[config.mk]
export PLATFORM = sky130hd
export DESIGN_NAME = hsp_crm_top
export DESIGN_NICKNAME = d
export VERILOG_FILES = /design/src/hsp_pkg.sv /design/src/hsp_crm_regs.sv /design/src/hsp_crm_top.sv /design/src/hsp_lock_monitor.sv /design/src/hsp_pll_cfg_mux.sv
export SDC_FILE = /design/constraint.sdc
export NUM_CORES = 1
export LEC_CHECK = 0
export BUFFER_PORTS_ARGS = -buffer_cell sky130_fd_sc_hd__buf_4
export CORE_MARGIN = 1
export CORE_UTILIZATION = 30
export CTS_CLUSTER_DIAMETER = 80
export CTS_CLUSTER_SIZE = 40
export DETAILED_ROUTE_END_ITERATION = 6
export GPL_TIMING_DRIVEN = 1
export SLEW_MARGIN = 25
export SYNTH_ARGS = -nofsm -noshare
export SYNTH_HDL_FRONTEND = slang
export SYNTH_SLANG_ARGS = --single-unit
[constraint.sdc]
create_clock -name i_clk_peri2hsp -period 3.9 [get_ports i_clk_peri2hsp]
set_input_delay 0.195 -clock i_clk_peri2hsp [delete_from_list [all_inputs] [get_ports i_clk_peri2hsp]]
set_output_delay 0.195 -clock i_clk_peri2hsp [all_outputs]
set_load 0.02 [all_outputs]
[src/hsp_pkg.sv]
// HSP clock and reset manager package
// Register map, reset values and test mode 1 safe defaults
// for the PLL control block, plus the APB and PLL config types

`default_nettype none

package hsp_pkg;

    //======================================================================
    // Bus widths
    //======================================================================
    localparam int HSP_APB_AW = 32;
    localparam int HSP_APB_DW = 32;
    // Offset bits decoded inside the CRM window
    localparam int CRM_WIN_AW = 12;

    //======================================================================
    // Register offsets
    //======================================================================
    localparam logic [CRM_WIN_AW-1:0] REG_PLL_CTRL     = 12'h000;
    localparam logic [CRM_WIN_AW-1:0] REG_PLL_PMS      = 12'h004;
    localparam logic [CRM_WIN_AW-1:0] REG_PLL_LOCK_CON = 12'h008;
    localparam logic [CRM_WIN_AW-1:0] REG_PLL_STAT     = 12'h00C;
    localparam logic [CRM_WIN_AW-1:0] REG_HSP_ID       = 12'h010;

    // Divider reset values
    localparam logic [5:0] PLL_P_RST = 6'd3;
    localparam logic [9:0] PLL_M_RST = 10'd200;
    localparam logic [2:0] PLL_S_RST = 3'd1;

    localparam logic [HSP_APB_DW-1:0] HSP_ID = 32'h4853_5001;

    // Fixed lock controls used in test mode 1
    localparam logic [1:0] SAFE_LOCK_CON_IN  = 2'd3;
    localparam logic [1:0] SAFE_LOCK_CON_OUT = 2'd3;
    localparam logic [1:0] SAFE_LOCK_CON_DLY = 2'd3;
    localparam logic [1:0] SAFE_LOCK_CON_REV = 2'd0;
    localparam logic [1:0] SAFE_ICP          = 2'd0;

    localparam int LOCK_SYNC_STAGES = 2;

    //======================================================================
    // Types
    //======================================================================
    typedef struct packed {
        logic [5:0] p;
        logic [9:0] m;
        logic [2:0] s;
    } pll_pms_t;

    typedef struct packed {
        logic       resetb;
        logic       bypass;
        logic       lock_en;
        logic       fout_mask;
        pll_pms_t   pms;
        logic [1:0] lock_con_in;
        logic [1:0] lock_con_out;
        logic [1:0] lock_con_dly;
        logic [1:0] lock_con_rev;
        logic [1:0] icp;
    } pll_cfg_t;

    // Code 3 is reserved and treated as normal
    typedef enum logic [1:0] {
        MODE_NORMAL = 2'd0,
        MODE_TEST0  = 2'd1,
        MODE_TEST1  = 2'd2
    } pll_mode_e;

    typedef struct packed {
        logic                  psel;
        logic                  penable;
        logic                  pwrite;
        logic [HSP_APB_AW-1:0] paddr;
        logic [HSP_APB_DW-1:0] pwdata;
    } apb_req_t;

    typedef struct packed {
        logic [HSP_APB_DW-1:0] prdata;
        logic                  pready;
        logic                  pslverr;
    } apb_rsp_t;

endpackage

`default_nettype wire

[src/hsp_crm_regs.sv]
// HSP CRM register file
// Zero wait state APB slave holding the PLL control, divider and
// lock config registers, with lock status, AFC code and ID readback.
// Out of window accesses answer with an error and do nothing

`timescale 1ns/100ps
`default_nettype none

module hsp_crm_regs
    import hsp_pkg::*;
(
    input  wire logic       i_clk_peri2hsp,
    input  wire logic       i_rst_n,
    input  apb_req_t        i_apb,
    output apb_rsp_t        o_apb,
    output pll_cfg_t        o_reg_cfg,
    input  wire logic       i_lock_sync,
    input  wire logic       i_lock_lost,
    output logic            o_lock_lost_clr,
    input  wire logic [4:0] i_pll_afc_code
);

    pll_cfg_t              r_cfg;
    logic [4:0]            afc_q;
    logic                  access;
    logic                  in_window;
    logic                  wr_en;
    logic [CRM_WIN_AW-1:0] offset;
    logic [HSP_APB_DW-1:0] rdata;

    //======================================================================
    // Decode
    //======================================================================
    assign access    = i_apb.psel & i_apb.penable;
    assign in_window = ~|i_apb.paddr[HSP_APB_AW-1:CRM_WIN_AW];
    assign offset    = i_apb.paddr[CRM_WIN_AW-1:0];
    assign wr_en     = access & i_apb.pwrite & in_window;

    // W1C pulse for the sticky lock lost flag
    assign o_lock_lost_clr = wr_en & (offset == REG_PLL_STAT) & i_apb.pwdata[16];

    //======================================================================
    // Config registers
    //======================================================================
    always_ff @(posedge i_clk_peri2hsp) begin
        if (!i_rst_n) begin
            // PLL held in reset and bypassed until software starts it
            r_cfg.resetb       <= 1'b0;
            r_cfg.bypass       <= 1'b1;
            r_cfg.lock_en      <= 1'b1;
            r_cfg.fout_mask    <= 1'b0;
            r_cfg.pms.p        <= PLL_P_RST;
            r_cfg.pms.m        <= PLL_M_RST;
            r_cfg.pms.s        <= PLL_S_RST;
            r_cfg.lock_con_in  <= 2'd3;
            r_cfg.lock_con_out <= 2'd3;
            r_cfg.lock_con_dly <= 2'd3;
            r_cfg.lock_con_rev <= 2'd0;
            r_cfg.icp          <= 2'd0;
        end else if (wr_en) begin
            case (offset)
                REG_PLL_CTRL: begin
                    r_cfg.resetb    <= i_apb.pwdata[0];
                    r_cfg.bypass    <= i_apb.pwdata[1];
                    r_cfg.lock_en   <= i_apb.pwdata[2];
                    r_cfg.fout_mask <= i_apb.pwdata[3];
                end
                REG_PLL_PMS: begin
                    r_cfg.pms.p <= i_apb.pwdata[5:0];
                    r_cfg.pms.m <= i_apb.pwdata[17:8];
                    r_cfg.pms.s <= i_apb.pwdata[26:24];
                end
                REG_PLL_LOCK_CON: begin
                    r_cfg.lock_con_in  <= i_apb.pwdata[1:0];
                    r_cfg.lock_con_out <= i_apb.pwdata[3:2];
                    r_cfg.lock_con_dly <= i_apb.pwdata[5:4];
                    r_cfg.lock_con_rev <= i_apb.pwdata[7:6];
                    r_cfg.icp          <= i_apb.pwdata[9:8];
                end
                default: begin
                end
            endcase
        end
    end

    // AFC code from the PLL macro, one cycle late
    always_ff @(posedge i_clk_peri2hsp) begin
        afc_q <= i_pll_afc_code;
    end

    //======================================================================
    // Read data
    //======================================================================
    always_comb begin
        rdata = '0;
        if (access && in_window) begin
            case (offset)
                REG_PLL_CTRL: begin
                    rdata[0] = r_cfg.resetb;
                    rdata[1] = r_cfg.bypass;
                    rdata[2] = r_cfg.lock_en;
                    rdata[3] = r_cfg.fout_mask;
                end
                REG_PLL_PMS: begin
                    rdata[5:0]   = r_cfg.pms.p;
                    rdata[17:8]  = r_cfg.pms.m;
                    rdata[26:24] = r_cfg.pms.s;
                end
                REG_PLL_LOCK_CON: begin
                    rdata[1:0] = r_cfg.lock_con_in;
                    rdata[3:2] = r_cfg.lock_con_out;
                    rdata[5:4] = r_cfg.lock_con_dly;
                    rdata[7:6] = r_cfg.lock_con_rev;
                    rdata[9:8] = r_cfg.icp;
                end
                REG_PLL_STAT: begin
                    rdata[0]    = i_lock_sync;
                    rdata[12:8] = afc_q;
                    rdata[16]   = i_lock_lost;
                end
                REG_HSP_ID: rdata = HSP_ID;
                default:    rdata = '0;
            endcase
        end
    end

    assign o_apb.prdata  = rdata;
    assign o_apb.pready  = i_apb.psel;
    assign o_apb.pslverr = access & ~in_window;

    assign o_reg_cfg = r_cfg;

endmodule

`default_nettype wire

[src/hsp_crm_top.sv]
// HSP clock and reset manager, PLL control top
// Joins the APB register file, the PLL test mode mux and the
// lock monitor

`timescale 1ns/100ps
`default_nettype none

module hsp_crm_top
    import hsp_pkg::*;
(
    input  wire logic       i_clk_peri2hsp,
    input  wire logic       i_rst_n,
    input  apb_req_t        i_apb,
    output apb_rsp_t        o_apb,
    input  pll_mode_e       i_pll_mode,
    input  pll_cfg_t        i_test_pll_cfg,
    input  pll_pms_t        i_sr_pll_pms,
    input  wire logic       i_pll_lock,
    input  wire logic [4:0] i_pll_afc_code,
    output pll_cfg_t        o_pll_cfg,
    output logic            o_irq_lock_lost
);

    pll_cfg_t r_cfg;
    logic     lock_lost_clr;
    logic     lock_sync;
    logic     lock_lost;

    hsp_crm_regs u_hsp_crm_regs (
        .i_clk_peri2hsp  (i_clk_peri2hsp),
        .i_rst_n         (i_rst_n),
        .i_apb           (i_apb),
        .o_apb           (o_apb),
        .o_reg_cfg       (r_cfg),
        .i_lock_sync     (lock_sync),
        .i_lock_lost     (lock_lost),
        .o_lock_lost_clr (lock_lost_clr),
        .i_pll_afc_code  (i_pll_afc_code)
    );

    hsp_pll_cfg_mux u_hsp_pll_cfg_mux (
        .i_pll_mode      (i_pll_mode),
        .i_reg_cfg       (r_cfg),
        .i_test_pll_cfg  (i_test_pll_cfg),
        .i_sr_pll_pms    (i_sr_pll_pms),
        .o_pll_cfg       (o_pll_cfg)
    );

    hsp_lock_monitor u_hsp_lock_monitor (
        .i_clk_peri2hsp  (i_clk_peri2hsp),
        .i_rst_n         (i_rst_n),
        .i_pll_lock      (i_pll_lock),
        .i_clr           (lock_lost_clr),
        .o_lock_sync     (lock_sync),
        .o_lock_lost     (lock_lost)
    );

    assign o_irq_lock_lost = lock_lost;

endmodule

`default_nettype wire

[src/hsp_lock_monitor.sv]
// PLL lock monitor
// Brings the asynchronous lock signal into the bus clock domain and
// keeps a sticky lock lost flag, set on a falling synced lock and
// cleared by software. The flag doubles as the interrupt

`timescale 1ns/100ps
`default_nettype none

module hsp_lock_monitor
    import hsp_pkg::*;
(
    input  wire logic i_clk_peri2hsp,
    input  wire logic i_rst_n,
    input  wire logic i_pll_lock,
    input  wire logic i_clr,
    output logic      o_lock_sync,
    output logic      o_lock_lost
);

    logic [LOCK_SYNC_STAGES-1:0] lock_sync_q;
    logic                        lock_prev_q;
    logic                        lock_fall;
    logic                        lock_lost_q;

    //======================================================================
    // Synchronizer
    //======================================================================
    always_ff @(posedge i_clk_peri2hsp) begin
        if (!i_rst_n) begin
            lock_sync_q <= '0;
            lock_prev_q <= 1'b0;
        end else begin
            lock_sync_q <= {lock_sync_q[LOCK_SYNC_STAGES-2:0], i_pll_lock};
            lock_prev_q <= lock_sync_q[LOCK_SYNC_STAGES-1];
        end
    end

    assign o_lock_sync = lock_sync_q[LOCK_SYNC_STAGES-1];
    assign lock_fall   = lock_prev_q & ~o_lock_sync;

    // Sticky flag, a new loss beats a clear in the same cycle
    always_ff @(posedge i_clk_peri2hsp) begin
        if (!i_rst_n) begin
            lock_lost_q <= 1'b0;
        end else if (lock_fall) begin
            lock_lost_q <= 1'b1;
        end else if (i_clr) begin
            lock_lost_q <= 1'b0;
        end
    end

    assign o_lock_lost = lock_lost_q;

endmodule

`default_nettype wire

[src/hsp_pll_cfg_mux.sv]
// PLL test mode multiplexer
// Picks the configuration driven to the PLL macro: register values
// in normal mode, the full pin set in test mode 0, or scan dividers
// with fixed safe controls in test mode 1

`timescale 1ns/100ps
`default_nettype none

module hsp_pll_cfg_mux
    import hsp_pkg::*;
(
    input  pll_mode_e i_pll_mode,
    input  pll_cfg_t  i_reg_cfg,
    input  pll_cfg_t  i_test_pll_cfg,
    input  pll_pms_t  i_sr_pll_pms,
    output pll_cfg_t  o_pll_cfg
);

    pll_cfg_t safe_cfg;

    // Test mode 1 set, only dividers and resetb come from outside
    always_comb begin
        safe_cfg.resetb       = i_test_pll_cfg.resetb;
        safe_cfg.bypass       = 1'b0;
        safe_cfg.lock_en      = 1'b1;
        safe_cfg.fout_mask    = 1'b0;
        safe_cfg.pms          = i_sr_pll_pms;
        safe_cfg.lock_con_in  = SAFE_LOCK_CON_IN;
        safe_cfg.lock_con_out = SAFE_LOCK_CON_OUT;
        safe_cfg.lock_con_dly = SAFE_LOCK_CON_DLY;
        safe_cfg.lock_con_rev = SAFE_LOCK_CON_REV;
        safe_cfg.icp          = SAFE_ICP;
    end

    always_comb begin
        case (i_pll_mode)
            MODE_TEST0: o_pll_cfg = i_test_pll_cfg;
            MODE_TEST1: o_pll_cfg = safe_cfg;
            // Reserved code falls back to normal
            default:    o_pll_cfg = i_reg_cfg;
        endcase
    end

endmodule

`default_nettype wire
==> results.ini <==
[logic_synthesis]
synth_top_family_by_area = simple AND/OR/NAND/NOR gates
synthAdderAreaFrac = 0.008937
synth_simple_gate_area_share = 0.2909
yosys-mux-area-fraction = 0.1117
syn-instance-count = 373
synth_xor_area_frac = 0
ys_seq_elements = 42
syn_area_sq_um = 2800
synth.top_cell.area_share = 0.3003
synth_compound_area_frac = 0.2029
netlist-cell-type-count = 38
ys_seq_area_frac = 0.3003
synthTopCellsByArea = dfxtp_1 (30%), nand2_1 (11%), mux2i_1 (10%), o21ai_0 (7.7%), a22oi_1 (7.5%)
yosysWarnings = 0
syn_area_per_cell_sq_um = 7.507
synth_top_area_cell = dfxtp_1

[routing]
firstDrtPassIters = 4
wl_per_cell_microns = 15.64
drt_wl_total_microns = 9962
drc = 0
dr_total_vias = 3229
ant_nets = 0
vias_per_cell = 5.069
drt-initial-drc-count = 136

[cells_and_area]
final_nets = 660
antenna_cells = 0
area_growth_syn_to_layout_pct = 52.01
drive_gt1_frac = 0.3894
instances_no_fill = 637
n_fill_cell = 916
final_common_cell = buf_4
final_cell_mix = buf_4 (178), nand2_1 (80), o21ai_0 (43), dfxtp_1 (42), mux2i_1 (29)

[clocking]
cts_made_buffers = 5
cts_hold_buf = 5
clockRootBuffer = clkbuf_8
clkLatencyLatePin_ns = 0.29
cts_buffer_depth = 2
clk_pin_slew_ns = 0.08
cts_setup_buffers = 0
cts.htree.levels = 2
cts_resized = 0
cts_tree = built
cts.sink_count = 42

[timing]
setup-tns-final_ns = 0
fin_crit_sh = 0.5948
slew_viol_final = 0
min_period_ns = 2.320
worst_slew_pin_slew_ns = 0.9835
fin_ws_ns = 1.580
hold_violations = 0
maxSlewHeadroom = 0.3443
max_freq_mhz = 431.1
finalSetupViolations = 0
rsz0062_at_grt = false
holdWs_ns = 0.1070
clock_skew_ns = 0.0006383

[global_route]
grt_pass1_wl_microns = 15480
grt-ovfl-total = 0
grt_most_used_layer = met2
grt_use_met3 = 0.04113
grtUsageMet2 = 0.3543
grt_max_degree = 67
globalRouteMet1Util = 0.2585
grt_antenna_before_repair = 0
grt_pass1_vias = 3032
grtUsageTotal = 0.2027

[die]
start_util = 0.3149
die_w_microns = 98.61
rows = 34
core-area_sq_um = 8891
die_area_sq_um = 9724
pin_count = 197
fp.dieH_microns = 98.61

[worst_setup_path]
critPathMaxFanout = 14
rr_worst_depth = 2
worstSetupPathType = in -> out
regToRegSetupSlack_ns = 3.16
worstSetupStartpoint = i_apb[46]
rr_endpoint = u_hsp_crm_regs.o_reg_cfg[10]
worst_ep_required_time_ns = 3.70
rr_startpoint = u_hsp_crm_regs.o_reg_cfg[10]
crit_path_end = o_apb[32]
endpoint_kind = output pin
start_kind = input port
cp.arrival_ns = 2.12

[placement]
dp_slack_ns = 1.554
port_buffers = 178
placed_cells = 624
gp_congestion = 0.8002
hpwlAfterDp_microns = 7589

[min_path]
hp-class = in -> reg

[run]
maxCapViolations = 0

[run_status]
status = completed

[power]
power.leakage_nw = 1.900
irDropWorstVdd_v = 0.0001146
power_density_nw_per_um2 = 253.6

-- cell usage after synthesis --
cell type  instances
a211oi_1           1
mux2_2             2
and4_1             1
and4_2             3
and2_0             1
and2b_1            1
a22oi_1           28
o21ai_0           43
o21a_1             1
nor3_4             2
buf_2              6
nand4_4            1
buf_4             11
a31oi_1            7
nand2_1           80
a21oi_1           15
clkbuf_1          22
and3_1            11
nand4_1            3
nor4_1             9
nor4_4             2
clkinv_1           1
nor2b_1            1
nor3_1             1
nand3_2            2
dfxtp_1           42
and3_2             2
nand3_1            3
conb_1             1
clkbuf_2           1
mux2i_1           29
inv_1              3
nor2_1            26
nor4_2             3
and2_1             4
ha_1               2
buf_12             1
a31o_2             1
-- kinds of logic after synthesis --
kind of cell | count (synthesis)
flip-flops | 42
adder cells (fa/ha/maj) | 2
other | 1
multiplexers | 31
AND/OR/NAND/NOR | 156
buffers and inverters | 45
AO/OA/AOI/OAI | 96
-- worst min-delay path by stage --
stage	endpoint	startpoint	slack [ns]	depth (start not counted)
after floorplan	u_hsp_crm_regs.afc_q[0]	i_pll_afc_code[0]	0.22	0
after global placement	u_hsp_crm_regs.afc_q[2]	i_pll_afc_code[2]	0.30	1
after detailed placement	u_hsp_crm_regs.afc_q[1]	i_pll_afc_code[1]	0.30	1
after CTS	u_hsp_lock_monitor.lock_sync_q[0]	i_pll_lock	0.11	2
after global routing	u_hsp_lock_monitor.lock_sync_q[0]	i_pll_lock	0.11	2
final	u_hsp_lock_monitor.lock_sync_q[0]	i_pll_lock	0.11	2
-- per-layer routing --
metal | up-vias | part of all wire
met5 | - | 0
met4 | 0 | 0.0076
met1 | 1470 | 0.45
li1 | 1624 | -
met3 | 8 | 0.066
met2 | 127 | 0.47
-- sequential cells by signal, indices dropped and copies added (netlist names) --
register	count
u_hsp_crm_regs.o_reg_cfg	33
u_hsp_crm_regs.afc_q	5
u_hsp_lock_monitor.lock_sync_q	2
u_hsp_lock_monitor.lock_prev_q	1
u_hsp_lock_monitor.o_lock_lost	1
-- final cells by class --
| class | instances | area [sq um] | share of cell area |
|---|---|---|---|
| clock buffers | 6 | 82.58 | 0.01940 |
| clock inverters | 1 | 30.03 | 0.007055 |
| inverters | 4 | 15.01 | 0.003527 |
| multi-input cells | 292 | 1752 | 0.4115 |
| flip-flops and latches | 42 | 840.8 | 0.1975 |
| well taps | 108 | 135.1 | 0.03175 |
| repair buffers | 184 | 1401 | 0.3292 |
-- through the flow --
step	area (sq um)	utilization	total power, mW
after detailed placement	4076	0.4585	0.7312
after CTS	4239	0.4768	1.088
after global routing	4257	0.4788	1.131
final	4257	0.4788	1.079
after floorplan	2823	-	0.5792
after global placement	4076	0.4585	0.7281
-- where the power goes --
| group | switching, mW | internal (mW) |
|---|---|---|
| Combinational | 0.146 | 0.144 |
| Clock | 0.150 | 0.205 |
| Sequential | 0.00149 | 0.433 |
| Total | 0.298 | 0.781 |
-- critical path: stages --
cell and delay, ns:
buf_4 0.11, nor4_1 0.37, and3_2 0.43, nand3_1 0.43, nor2_1 0.38, buf_4 0.21
Power figures use the tool's default switching activity.
